===== src/hw/rhd_pkg.sv =====
`default_nettype none

package rhd_pkg;

    // serial word format.
    localparam int BITS_PER_WORD = 16;
    localparam int HALF_BIT_CLKS = 2;

    // headstage geometry, two sample streams per return line.
    localparam int NUM_LINES = 2;
    localparam int NUM_STREAMS = 2 * NUM_LINES;
    localparam int CHANNELS_PER_ADC = 32;
    localparam int CHAN_ADDR_W = $clog2(CHANNELS_PER_ADC);

    // 32 converts followed by identity reads that flush the pipeline.
    localparam int FRAME_TRANSFERS = 40;
    localparam int CONVERT_DELAY = 2;

    localparam int HALF_CNT_W = (HALF_BIT_CLKS > 1) ? $clog2(HALF_BIT_CLKS) : 1;

    typedef logic [BITS_PER_WORD-1:0] sample_t;
    typedef logic [BITS_PER_WORD-1:0] cmd_t;
    typedef logic [5:0] chan_t;
    typedef logic [$clog2(NUM_STREAMS)-1:0] stream_t;
    typedef logic [$clog2(BITS_PER_WORD)-1:0] bit_idx_t;
    typedef logic [HALF_CNT_W-1:0] half_cnt_t;

    // command field codes, upper two bits of the word.
    localparam logic [1:0] CMD_CONVERT = 2'b00;
    localparam logic [1:0] CMD_READ = 2'b11;

    localparam chan_t CHIP_ID_REG = 6'd63;
    localparam logic DSP_OFFSET_BIT = 1'b1;

    typedef enum logic [2:0] {
        IDLE,
        LOAD,
        SEND,
        WAIT_XFER,
        FINISH
    } seq_state_t;

endpackage

`default_nettype wire

===== src/hw/rhd_phase_if.sv =====
`timescale 1ns/1ps
`default_nettype none

interface rhd_phase_if;

    // command word capture, one cycle after the transfer request.
    logic load;
    // next command bit goes out.
    logic bit_start;
    // stream a sample point.
    logic sclk_rise;
    // stream b sample point.
    logic sclk_fall;

    modport timer (
        output load,
        output bit_start,
        output sclk_rise,
        output sclk_fall
    );

    modport shifter (
        input load,
        input bit_start,
        input sclk_rise,
        input sclk_fall
    );

endinterface

`default_nettype wire


===== src/hw/rhd_recorder_top.sv =====
`timescale 1ns/1ps
`default_nettype none

module rhd_recorder_top import rhd_pkg::*; (
    input  logic clk,
    input  logic rstn,

    input  logic record_start,
    output logic busy,
    output logic done,

    output logic cs,
    output logic sclk,
    output logic mosi,
    input  logic [NUM_LINES-1:0] miso,

    input  stream_t rd_stream,
    input  chan_t rd_channel,
    output sample_t rd_data
);

    logic xfer_start;
    logic xfer_done;
    logic frame_start;
    logic word_valid;
    cmd_t cmd;
    sample_t [NUM_STREAMS-1:0] words;

    rhd_phase_if phase_bus ();

    rhd_sequencer u_sequencer (
        .clk          (clk),
        .rstn         (rstn),
        .record_start (record_start),
        .xfer_done    (xfer_done),
        .xfer_start   (xfer_start),
        .cmd          (cmd),
        .frame_start  (frame_start),
        .busy         (busy),
        .done         (done)
    );

    rhd_bit_timer u_bit_timer (
        .clk        (clk),
        .rstn       (rstn),
        .xfer_start (xfer_start),
        .xfer_done  (xfer_done),
        .cs         (cs),
        .sclk       (sclk),
        .phase      (phase_bus.timer)
    );

    // one shifter serves every return line.
    rhd_spi_shifter u_spi_shifter (
        .clk        (clk),
        .rstn       (rstn),
        .phase      (phase_bus.shifter),
        .cmd        (cmd),
        .xfer_done  (xfer_done),
        .miso       (miso),
        .mosi       (mosi),
        .word_valid (word_valid),
        .words      (words)
    );

    rhd_frame_store u_frame_store (
        .clk         (clk),
        .rstn        (rstn),
        .frame_start (frame_start),
        .word_valid  (word_valid),
        .words       (words),
        .rd_stream   (rd_stream),
        .rd_channel  (rd_channel),
        .rd_data     (rd_data)
    );

endmodule

`default_nettype wire


===== src/hw/rhd_sequencer.sv =====
`timescale 1ns/1ps
`default_nettype none

module rhd_sequencer import rhd_pkg::*; (
    input  logic clk,
    input  logic rstn,
    input  logic record_start,
    input  logic xfer_done,
    output logic xfer_start,
    output cmd_t cmd,
    output logic frame_start,
    output logic busy,
    output logic done
);

    seq_state_t state;
    chan_t xfer_idx;

    // convert for the channel transfers, identity read for the rest.
    function automatic cmd_t cmd_for(input chan_t idx);
        if (idx < CHANNELS_PER_ADC) begin
            return {CMD_CONVERT, idx, 7'd0, DSP_OFFSET_BIT};
        end
        return {CMD_READ, CHIP_ID_REG, 8'd0};
    endfunction

    // index only moves on entry to load, so the word is steady per transfer.
    assign cmd = cmd_for(xfer_idx);

    always_ff @(posedge clk) begin
        if (!rstn) begin
            state <= IDLE;
            xfer_idx <= '0;
            xfer_start <= 1'b0;
            frame_start <= 1'b0;
        end else begin
            xfer_start <= 1'b0;
            frame_start <= 1'b0;
            case (state)
                IDLE: begin
                    if (record_start) begin
                        xfer_idx <= '0;
                        frame_start <= 1'b1;
                        state <= LOAD;
                    end
                end

                LOAD: begin
                    xfer_start <= 1'b1;
                    state <= SEND;
                end

                // timer takes the request this cycle.
                SEND: begin
                    state <= WAIT_XFER;
                end

                WAIT_XFER: begin
                    if (xfer_done) begin
                        if (xfer_idx == chan_t'(FRAME_TRANSFERS - 1)) begin
                            state <= FINISH;
                        end else begin
                            xfer_idx <= xfer_idx + 1'b1;
                            state <= LOAD;
                        end
                    end
                end

                FINISH: begin
                    state <= IDLE;
                end

                default: begin
                    state <= IDLE;
                end
            endcase
        end
    end

    assign busy = (state != IDLE);
    assign done = (state == FINISH);

endmodule

`default_nettype wire


===== src/hw/rhd_frame_store.sv =====
`timescale 1ns/1ps
`default_nettype none

module rhd_frame_store import rhd_pkg::*; (
    input  logic clk,
    input  logic rstn,
    input  logic frame_start,
    input  logic word_valid,
    input  sample_t [NUM_STREAMS-1:0] words,
    input  stream_t rd_stream,
    input  chan_t rd_channel,
    output sample_t rd_data
);

    chan_t xfer_cnt;
    logic in_window;
    logic [CHAN_ADDR_W-1:0] wr_addr;
    sample_t mem [NUM_STREAMS][CHANNELS_PER_ADC];

    // the first returned words answer commands sent before the frame.
    assign in_window = (xfer_cnt >= CONVERT_DELAY) &&
                       (xfer_cnt < CONVERT_DELAY + CHANNELS_PER_ADC);
    assign wr_addr = CHAN_ADDR_W'(xfer_cnt - CONVERT_DELAY);

    always_ff @(posedge clk) begin
        if (!rstn) begin
            xfer_cnt <= '0;
            for (int s = 0; s < NUM_STREAMS; s++) begin
                for (int c = 0; c < CHANNELS_PER_ADC; c++) begin
                    mem[s][c] <= '0;
                end
            end
        end else if (frame_start) begin
            xfer_cnt <= '0;
        end else if (word_valid) begin
            xfer_cnt <= xfer_cnt + 1'b1;
            if (in_window) begin
                for (int s = 0; s < NUM_STREAMS; s++) begin
                    mem[s][wr_addr] <= words[s];
                end
            end
        end
    end

    // channels past the converted range read as zero.
    assign rd_data = (rd_channel < CHANNELS_PER_ADC) ?
                     mem[rd_stream][rd_channel[CHAN_ADDR_W-1:0]] : '0;

endmodule

`default_nettype wire


===== src/hw/rhd_spi_shifter.sv =====
`timescale 1ns/1ps
`default_nettype none

module rhd_spi_shifter import rhd_pkg::*; (
    input  logic clk,
    input  logic rstn,
    rhd_phase_if.shifter phase,
    input  cmd_t cmd,
    input  logic xfer_done,
    input  logic [NUM_LINES-1:0] miso,
    output logic mosi,
    output logic word_valid,
    output sample_t [NUM_STREAMS-1:0] words
);

    cmd_t cmd_shift;
    sample_t [NUM_LINES-1:0] a_word;
    sample_t [NUM_LINES-1:0] b_word;

    // command goes out msb first.
    always_ff @(posedge clk) begin
        if (!rstn) begin
            cmd_shift <= '0;
        end else if (phase.load) begin
            cmd_shift <= cmd;
        end else if (phase.bit_start) begin
            cmd_shift <= {cmd_shift[BITS_PER_WORD-2:0], 1'b0};
        end
    end

    assign mosi = cmd_shift[BITS_PER_WORD-1];

    // the chip puts the a bit out on the fall, so it is stable at the rise.
    always_ff @(posedge clk) begin
        if (phase.sclk_rise) begin
            for (int l = 0; l < NUM_LINES; l++) begin
                a_word[l] <= {a_word[l][BITS_PER_WORD-2:0], miso[l]};
            end
        end
    end

    // and the b bit on the rise, taken at the fall.
    always_ff @(posedge clk) begin
        if (phase.sclk_fall) begin
            for (int l = 0; l < NUM_LINES; l++) begin
                b_word[l] <= {b_word[l][BITS_PER_WORD-2:0], miso[l]};
            end
        end
    end

    // stream index is line * 2 + edge.
    always_comb begin
        for (int l = 0; l < NUM_LINES; l++) begin
            words[2*l] = a_word[l];
            words[2*l+1] = b_word[l];
        end
    end

    // the last b bit was taken a cycle before done.
    assign word_valid = xfer_done;

endmodule

`default_nettype wire


===== src/hw/rhd_bit_timer.sv =====
`timescale 1ns/1ps
`default_nettype none

module rhd_bit_timer import rhd_pkg::*; (
    input  logic clk,
    input  logic rstn,
    input  logic xfer_start,
    output logic xfer_done,
    output logic cs,
    output logic sclk,
    rhd_phase_if.timer phase
);

    logic run;
    logic tail;
    half_cnt_t half_cnt;
    bit_idx_t bit_cnt;

    always_ff @(posedge clk) begin
        if (!rstn) begin
            run <= 1'b0;
            tail <= 1'b0;
            cs <= 1'b1;
            sclk <= 1'b0;
            half_cnt <= '0;
            bit_cnt <= '0;
            xfer_done <= 1'b0;
            phase.load <= 1'b0;
            phase.bit_start <= 1'b0;
            phase.sclk_rise <= 1'b0;
            phase.sclk_fall <= 1'b0;
        end else begin
            phase.load <= 1'b0;
            phase.bit_start <= 1'b0;
            phase.sclk_rise <= 1'b0;
            phase.sclk_fall <= 1'b0;
            // done follows the single cs-high cycle at the end.
            xfer_done <= tail;
            tail <= 1'b0;

            if (xfer_start && !run && !tail) begin
                run <= 1'b1;
                cs <= 1'b0;
                sclk <= 1'b0;
                half_cnt <= '0;
                bit_cnt <= '0;
                phase.load <= 1'b1;
            end else if (run) begin
                if (half_cnt == half_cnt_t'(HALF_BIT_CLKS - 1)) begin
                    half_cnt <= '0;
                    if (!sclk) begin
                        sclk <= 1'b1;
                        phase.sclk_rise <= 1'b1;
                    end else begin
                        sclk <= 1'b0;
                        phase.sclk_fall <= 1'b1;
                        if (bit_cnt == bit_idx_t'(BITS_PER_WORD - 1)) begin
                            // last bit finished, release the chips.
                            run <= 1'b0;
                            cs <= 1'b1;
                            tail <= 1'b1;
                        end else begin
                            bit_cnt <= bit_cnt + 1'b1;
                            phase.bit_start <= 1'b1;
                        end
                    end
                end else begin
                    half_cnt <= half_cnt + 1'b1;
                end
            end
        end
    end

endmodule

`default_nettype wire


===== config.mk =====
export PLATFORM = sky130hd
export DESIGN_NAME = rhd_recorder_top
export DESIGN_NICKNAME = d
export VERILOG_FILES = /design/src/hw/rhd_pkg.sv /design/src/hw/rhd_phase_if.sv /design/src/hw/rhd_recorder_top.sv /design/src/hw/rhd_sequencer.sv /design/src/hw/rhd_frame_store.sv /design/src/hw/rhd_spi_shifter.sv /design/src/hw/rhd_bit_timer.sv
export SDC_FILE = /design/constraint.sdc
export NUM_CORES = 2
export LEC_CHECK = 0
export CORE_MARGIN = 2
export CORE_UTILIZATION = 39
export DETAILED_ROUTE_END_ITERATION = 16
export DONT_BUFFER_PORTS = 1
export SYNTH_ARGS = -nofsm -noshare
export SYNTH_HDL_FRONTEND = slang
export SYNTH_HIERARCHICAL = 1
export SYNTH_SLANG_ARGS = --single-unit
export TNS_END_PERCENT = 30

===== constraint.sdc =====
create_clock -name clk -period 5.6 [get_ports clk]
set_input_delay 1.12 -clock clk [delete_from_list [all_inputs] [get_ports clk]]
set_output_delay 1.12 -clock clk [all_outputs]
set_load 0.01 [all_outputs]

## Word level (Yosys, flattened, before mapping)

Memories as Yosys holds them, arrays and structs flattened.
Index checks and enable logic that the tools add are counted.
Widths: inputs -> output; s select.

| storage, ports and cells | value |
|---|---|
| logic and storage cells | 4212 |
| memories kept | 1 |
| input bits | 13 |
| register bits | 111 |
| RAM bits | 2048 |
| output and inout port bits | 21 |

Memories:

| memory | words | width | rd ports | clocked after Yosys merged registers in | write ports | RTL line | RTL |
|---|---|---|---|---|---|---|---|
| u_frame_store.mem | 4 | 512 | 1 | 0 | 4 | rhd_frame_store.sv:18 | `sample_t mem [NUM_STREAMS][CHANNELS_PER_ADC];` |

| cells by class | value |
|---|---|
| multiplexer cells | 2090 |
| reductions and logical operators | 24 |
| equal/unequal tests | 9 |
| $lt $le $gt $ge | 7 |
| bitwise gates (word level) | 2055 |
| add/subtract/negate cells | 5 |

Operators by type and width:

| cell | count |
|---|---|
| $mux 1 | 2071 |
| $or 1x1->1 | 2048 |
| $mux 512 | 1 |
| $mux 16 | 8 |
| $bmux 16 s5 | 1 |
| $demux 16 s5 | 1 |
| $lt 6x6->1 const B | 3 |
| $mux 6 | 3 |
| $add 6x1->6 const B | 2 |
| $ge 6x6->1 const B | 2 |
| $not 5->6 | 2 |
| $pmux 3 s4 | 1 |
| $pmux 6 s2 | 1 |
| $reduce_and 4->1 | 3 |
| $reduce_bool 2->1 | 6 |
| $mux 3 | 3 |
| $eq 3x2->1 const B | 2 |
| $eq 6x6->1 const B | 1 |
| $ge 6x2->1 const B | 1 |
| $lt 6x1->1 const B | 1 |
| $reduce_and 2->1 | 3 |
| $not 1->1 | 5 |
| $reduce_or 5->1 | 1 |
| $sub 5x2->5 const B | 1 |
| 13 further kinds | 19 |

## Logic depth before layout (Yosys ltp)

| logic depth | value |
|---|---|
| word-level depth | 8 |
| mapped depth | 12 |
| gate-level depth less buffers | 8 |

## Hierarchy

Netlist, hierarchy kept.

Modules (own cells, without submodules):

| module | area each (sq um) | times used | sequential area each (sq um) | cells each |
|---|---|---|---|---|
| rhd_frame_store | 90539.3 | 1 | 51529.4 | 7965 |
| rhd_spi_shifter | 2771.4 | 1 | 2242.2 | 135 |
| rhd_sequencer | 613.1 | 1 | 220.2 | 74 |
| rhd_bit_timer | 511.7 | 1 | 280.3 | 51 |

## Worst setup path before layout

No wires, ideal clock.

| timing path | value |
|---|---|
| path kind | in2out |
| from | in rd_channel[2] |
| to | out rd_data[0] |
| path buffers | 3 |
| arrival time | 3.496 ns |
| slack | 0.984 ns |
| required time | 4.480 ns |
| cell stages on the path | 8 |
| path through | buf_2 -> buf_2 -> buf_1 -> mux4_2 -> mux4_2 -> mux2i_1 -> a31oi_1 -> and4_1 |

| between the ends | value |
|---|---|
| cells in the longest elaborated chain, start to end | 5 |
| elaborated cells between the ends (all ways) | 6 |
| those cells by class | order compare (1); mux (4); bitwise (1) |

RTL lines:

| item | RTL line | RTL |
|---|---|---|
| start, declared | rhd_recorder_top.sv:18 | `input chan_t rd_channel,` |
| $not 5->6 (implied by the code) | rhd_frame_store.sv:47 | `mem[rd_stream][rd_channel[CHAN_ADDR_W-1:0]] : '0;` |
| $bmux 16 s5 | rhd_frame_store.sv:47 |  |
| $mux 16 (implied by the code) (2 in a row) | rhd_frame_store.sv:47 |  |
| $mux 16 * | rhd_frame_store.sv:46 | `assign rd_data = (rd_channel < CHANNELS_PER_ADC) ?` |
| end, declared | rhd_recorder_top.sv:19 | `output sample_t rd_data` |

Mark *: on every way between the ends. The rest lies on a longest branch, timed or not. The select of a mux whose other input is x is not followed.

## Final worst setup path

| timing path | value |
|---|---|
| from | in rd_stream[1] |
| to | out rd_data[2] |

| between the ends | value |
|---|---|
| cells in the longest elaborated chain, start to end | 5 |

RTL lines:

| item | RTL line | RTL |
|---|---|---|
| start, declared | rhd_recorder_top.sv:17 | `input stream_t rd_stream,` |
| $mem_v2 4x512 | - |  |
| $bmux 16 s5 | rhd_frame_store.sv:47 |  |
| $mux 16 (implied by the code) (2 in a row) | rhd_frame_store.sv:47 |  |
| $mux 16 | rhd_frame_store.sv:46 |  |

Every way passes these cells. The select of a mux whose other input is x is not followed.

==> flow_summary.ini <==
[outcome]
status = finished with violations
failed_checks = slew limit, setup timing

[grt]
grtUsageTotal_pct = 26.0
first_global_vias = 63600
grt_overflow = 0
grt_max_degree = 1104
antenna_found_initial = 26
grt_pass1_wl_um = 465000

[place]
dpl_worst_slack_ns = 0.198
dpl.cell_count = 10900
hpwl_um = 186000
port_buffers = 0
gp_congestion = 0.955
place_area_sq_um = 97900

[yosys]
ys_types = 70
ys_seq_elements = 2159
synth-edff-count = 1104
netlist_area_sq_um = 94400
synth_ff_type = edfxtp_1
seq_area_frac_synth_pct = 57.5
yosysWarnings = 6
synthCells = 8225
synth-async-reset-ratio_pct = 0
postSynthAreaPerCell_sq_um = 11.5

[cts]
cts_buffers = 217
cts_tree = yes
cts_sinks = 2159
clk_latency_ns = 0.92
htreeDepth = 4
cts_buffer_depth = 3
root_buffer = clkbuf_16
path_clk_slew_ns = 0.06

[timing]
finalWorstSetupSlack_ns = -0.0835
tns_ns = -0.151
clock_skew_ns = 0.0707
hold_viol_final = 0
relSlewSlack_pct = -6.61
whs_ns = 0.347
worstMarginPinSlew_ns = 1.60
rsz0062_at_grt = no
finalCritPeriodShare_pct = 101
post-route-min-period_ns = 5.68
setup_viol = 4
fmax_ghz = 0.176
slew_violations = 261

[critical_path]
crit_fanout = 73
endpoint_kind = output port
crit_path_start_kind = input pin
required_ns = 4.48
worst-setup-path-type = in -> out
arrival_ns = 4.56

[die]
core_area_sq_um = 241000
die_h_um = 496
ios = 34
die-area_sq_um = 246000
die_x_um = 496
rows = 180
initial_core_util_pct = 39.2

[drt]
viasPerCell = 5.90
ant_nets = 0
drt_wl_total_um = 334000
drtPass1Iterations = 5
drt_iter0_drc = 8892
routedWlPerCell_um = 29.3
drc_errors = 0
vias = 67100

[final_layout]
final_layout_size_suffix_gt1_share_pct = 13.7
fin_util_pct = 44.0
final_cell_area_sq_um = 106000
syn_to_final_growth_pct = 12.1
final_cells = 11400
finalNetCount = 8006

[pwr]
ir_drop_mv = 0.305
p_per_area_nw_per_um2 = 318
power.static_leakage_nw = 36.5
power.total_mw = 33.6

[flow_run]
drv_cap = 0

[worst_hold_path]
hp-class = in -> reg
-- layer usage --
metal	global-route usage, %	vias to the layer above	wire length (um)
met1	36.1	34300	135000
met2	39.1	3660	148000
met4	12.4	2	17800
li1	-	28500	-
met5	0	-	13
met3	4.86	662	33500
-- power by group --
| group | internal [mW] | switching (mW) |
|---|---|---|
| Clock | 8.50 | 6.48 |
| Combinational | 0.683 | 1.07 |
| Sequential | 16.8 | 0.0832 |
| Total | 26.0 | 7.63 |
-- what timing repair did --
item | 4_1_cts | 5_1_grt
hold buffers | 0 | 0
endpoints found under the hold margin | 0 | 0
resized for setup | 0 | 15
setup endpoints to repair | 0 | 16
setup buffers | 0 | 0
-- kinds of logic (layout without fill, tap and decap cells) --
kind of cell               Yosys count  in the layout  synth area share [%]
muxes                              772            772                  12.9
buffers and inverters              796            744                  3.57
AOI/OAI and AO/OA                 1543           1543                  12.1
adders and majority gates            8              8                 0.106
other                                1             14               0.00397
and+or+nand+nor                   2939           2941                  13.8
DFF                               2159           2159                  57.5
xor gates and xnor gates             7              7                0.0649
-- cell usage after synthesis (8+ instances only) --
library cell / count / area share, %
a22oi_1: 128 / 1.0
buf_2: 141 / 0.75
nor2_1: 33 / 0.13
nand2b_1: 53 / 0.35
nand2_1: 2191 / 8.7
clkbuf_1: 525 / 2.1
edfxtp_1: 1104 / 35
mux4_2: 353 / 8.4
a221oi_1: 65 / 0.60
inv_1: 10 / 0.040
buf_1: 62 / 0.25
a21boi_0: 763 / 6.1
nor3_2: 12 / 0.13
and2_1: 519 / 3.4
and4_1: 18 / 0.17
a21boi_1: 246 / 2.0
a311oi_1: 16 / 0.15
a31oi_1: 35 / 0.23
ha_1: 8 / 0.11
a211o_1: 18 / 0.17
o22ai_1: 37 / 0.25
o21ai_0: 28 / 0.15
buf_4: 42 / 0.33
mux2i_1: 403 / 4.3
a21oi_1: 112 / 0.59
a22o_1: 64 / 0.59
and3_1: 21 / 0.14
dfxtp_1: 1055 / 22
nand3_1: 21 / 0.11
o211a_1: 15 / 0.16
nor2b_1: 12 / 0.079
mux2_4: 9 / 0.14
nand3_2: 17 / 0.18
clkbuf_2: 13 / 0.069
-- final cells by class --
class,instances,area (sq um)
Fill cell,21700,135000
Timing Repair Buffer,319,2970
Clock buffer,316,6150
Multi-Input combinational cell,5278,37200
Tap cell,3185,3990
Inverter,10,37.5
Antenna cell,7,17.5
Sequential cell,2159,54300
Clock inverter,99,1200
-- flip-flops by register name, indices dropped and copies added (netlist names), 3 cells and up --
signal,flops
u_spi_shifter/words,64
u_frame_store/mem,2048
u_sequencer/xfer_idx,6
u_frame_store/xfer_cnt,6
u_bit_timer/bit_cnt,4
u_spi_shifter/cmd_shift,16
u_sequencer/state,3
-- cells in the final DEF (no fill, tap or decap), drive strengths merged, types with 53 or more instances in the layout --
master | Yosys | final
clkbuf | 538 | 327
nand2b | 53 | 53
buf | 248 | 308
a22oi | 128 | 128
a22o | 65 | 65
nand2 | 2193 | 2193
dfxtp | 1055 | 1055
clkinv | 0 | 72
mux4 | 353 | 353
mux2i | 403 | 403
a21oi | 112 | 112
edfxtp | 1104 | 1104
and2 | 520 | 521
a221oi | 65 | 65
a21boi | 1009 | 1009
-- final timing paths --
check | start | cells past startpoint | end | slack (ns)
setup / recovery | rd_stream[1] | 9 | rd_data[2] | -0.08
hold reg to reg | u_frame_store/mem[2][355] | 2 | u_frame_store/mem[2][355] | 0.45
hold / removal | rstn | 1 | u_bit_timer/cs | 0.35
setup reg to reg | u_frame_store/xfer_cnt[1] | 9 | u_frame_store/mem[1][302] | 1.22
-- critical path, stage by stage --
cell and delay [ns]:
buf_16 0.43, buf_16 0.41, buf_16 0.35, mux2i_1 0.15, a22oi_1 0.30, a21oi_1 0.22
a311oi_1 0.69, a211o_1 0.20, and4_1 0.58
(Power assumes the default switching activity.)
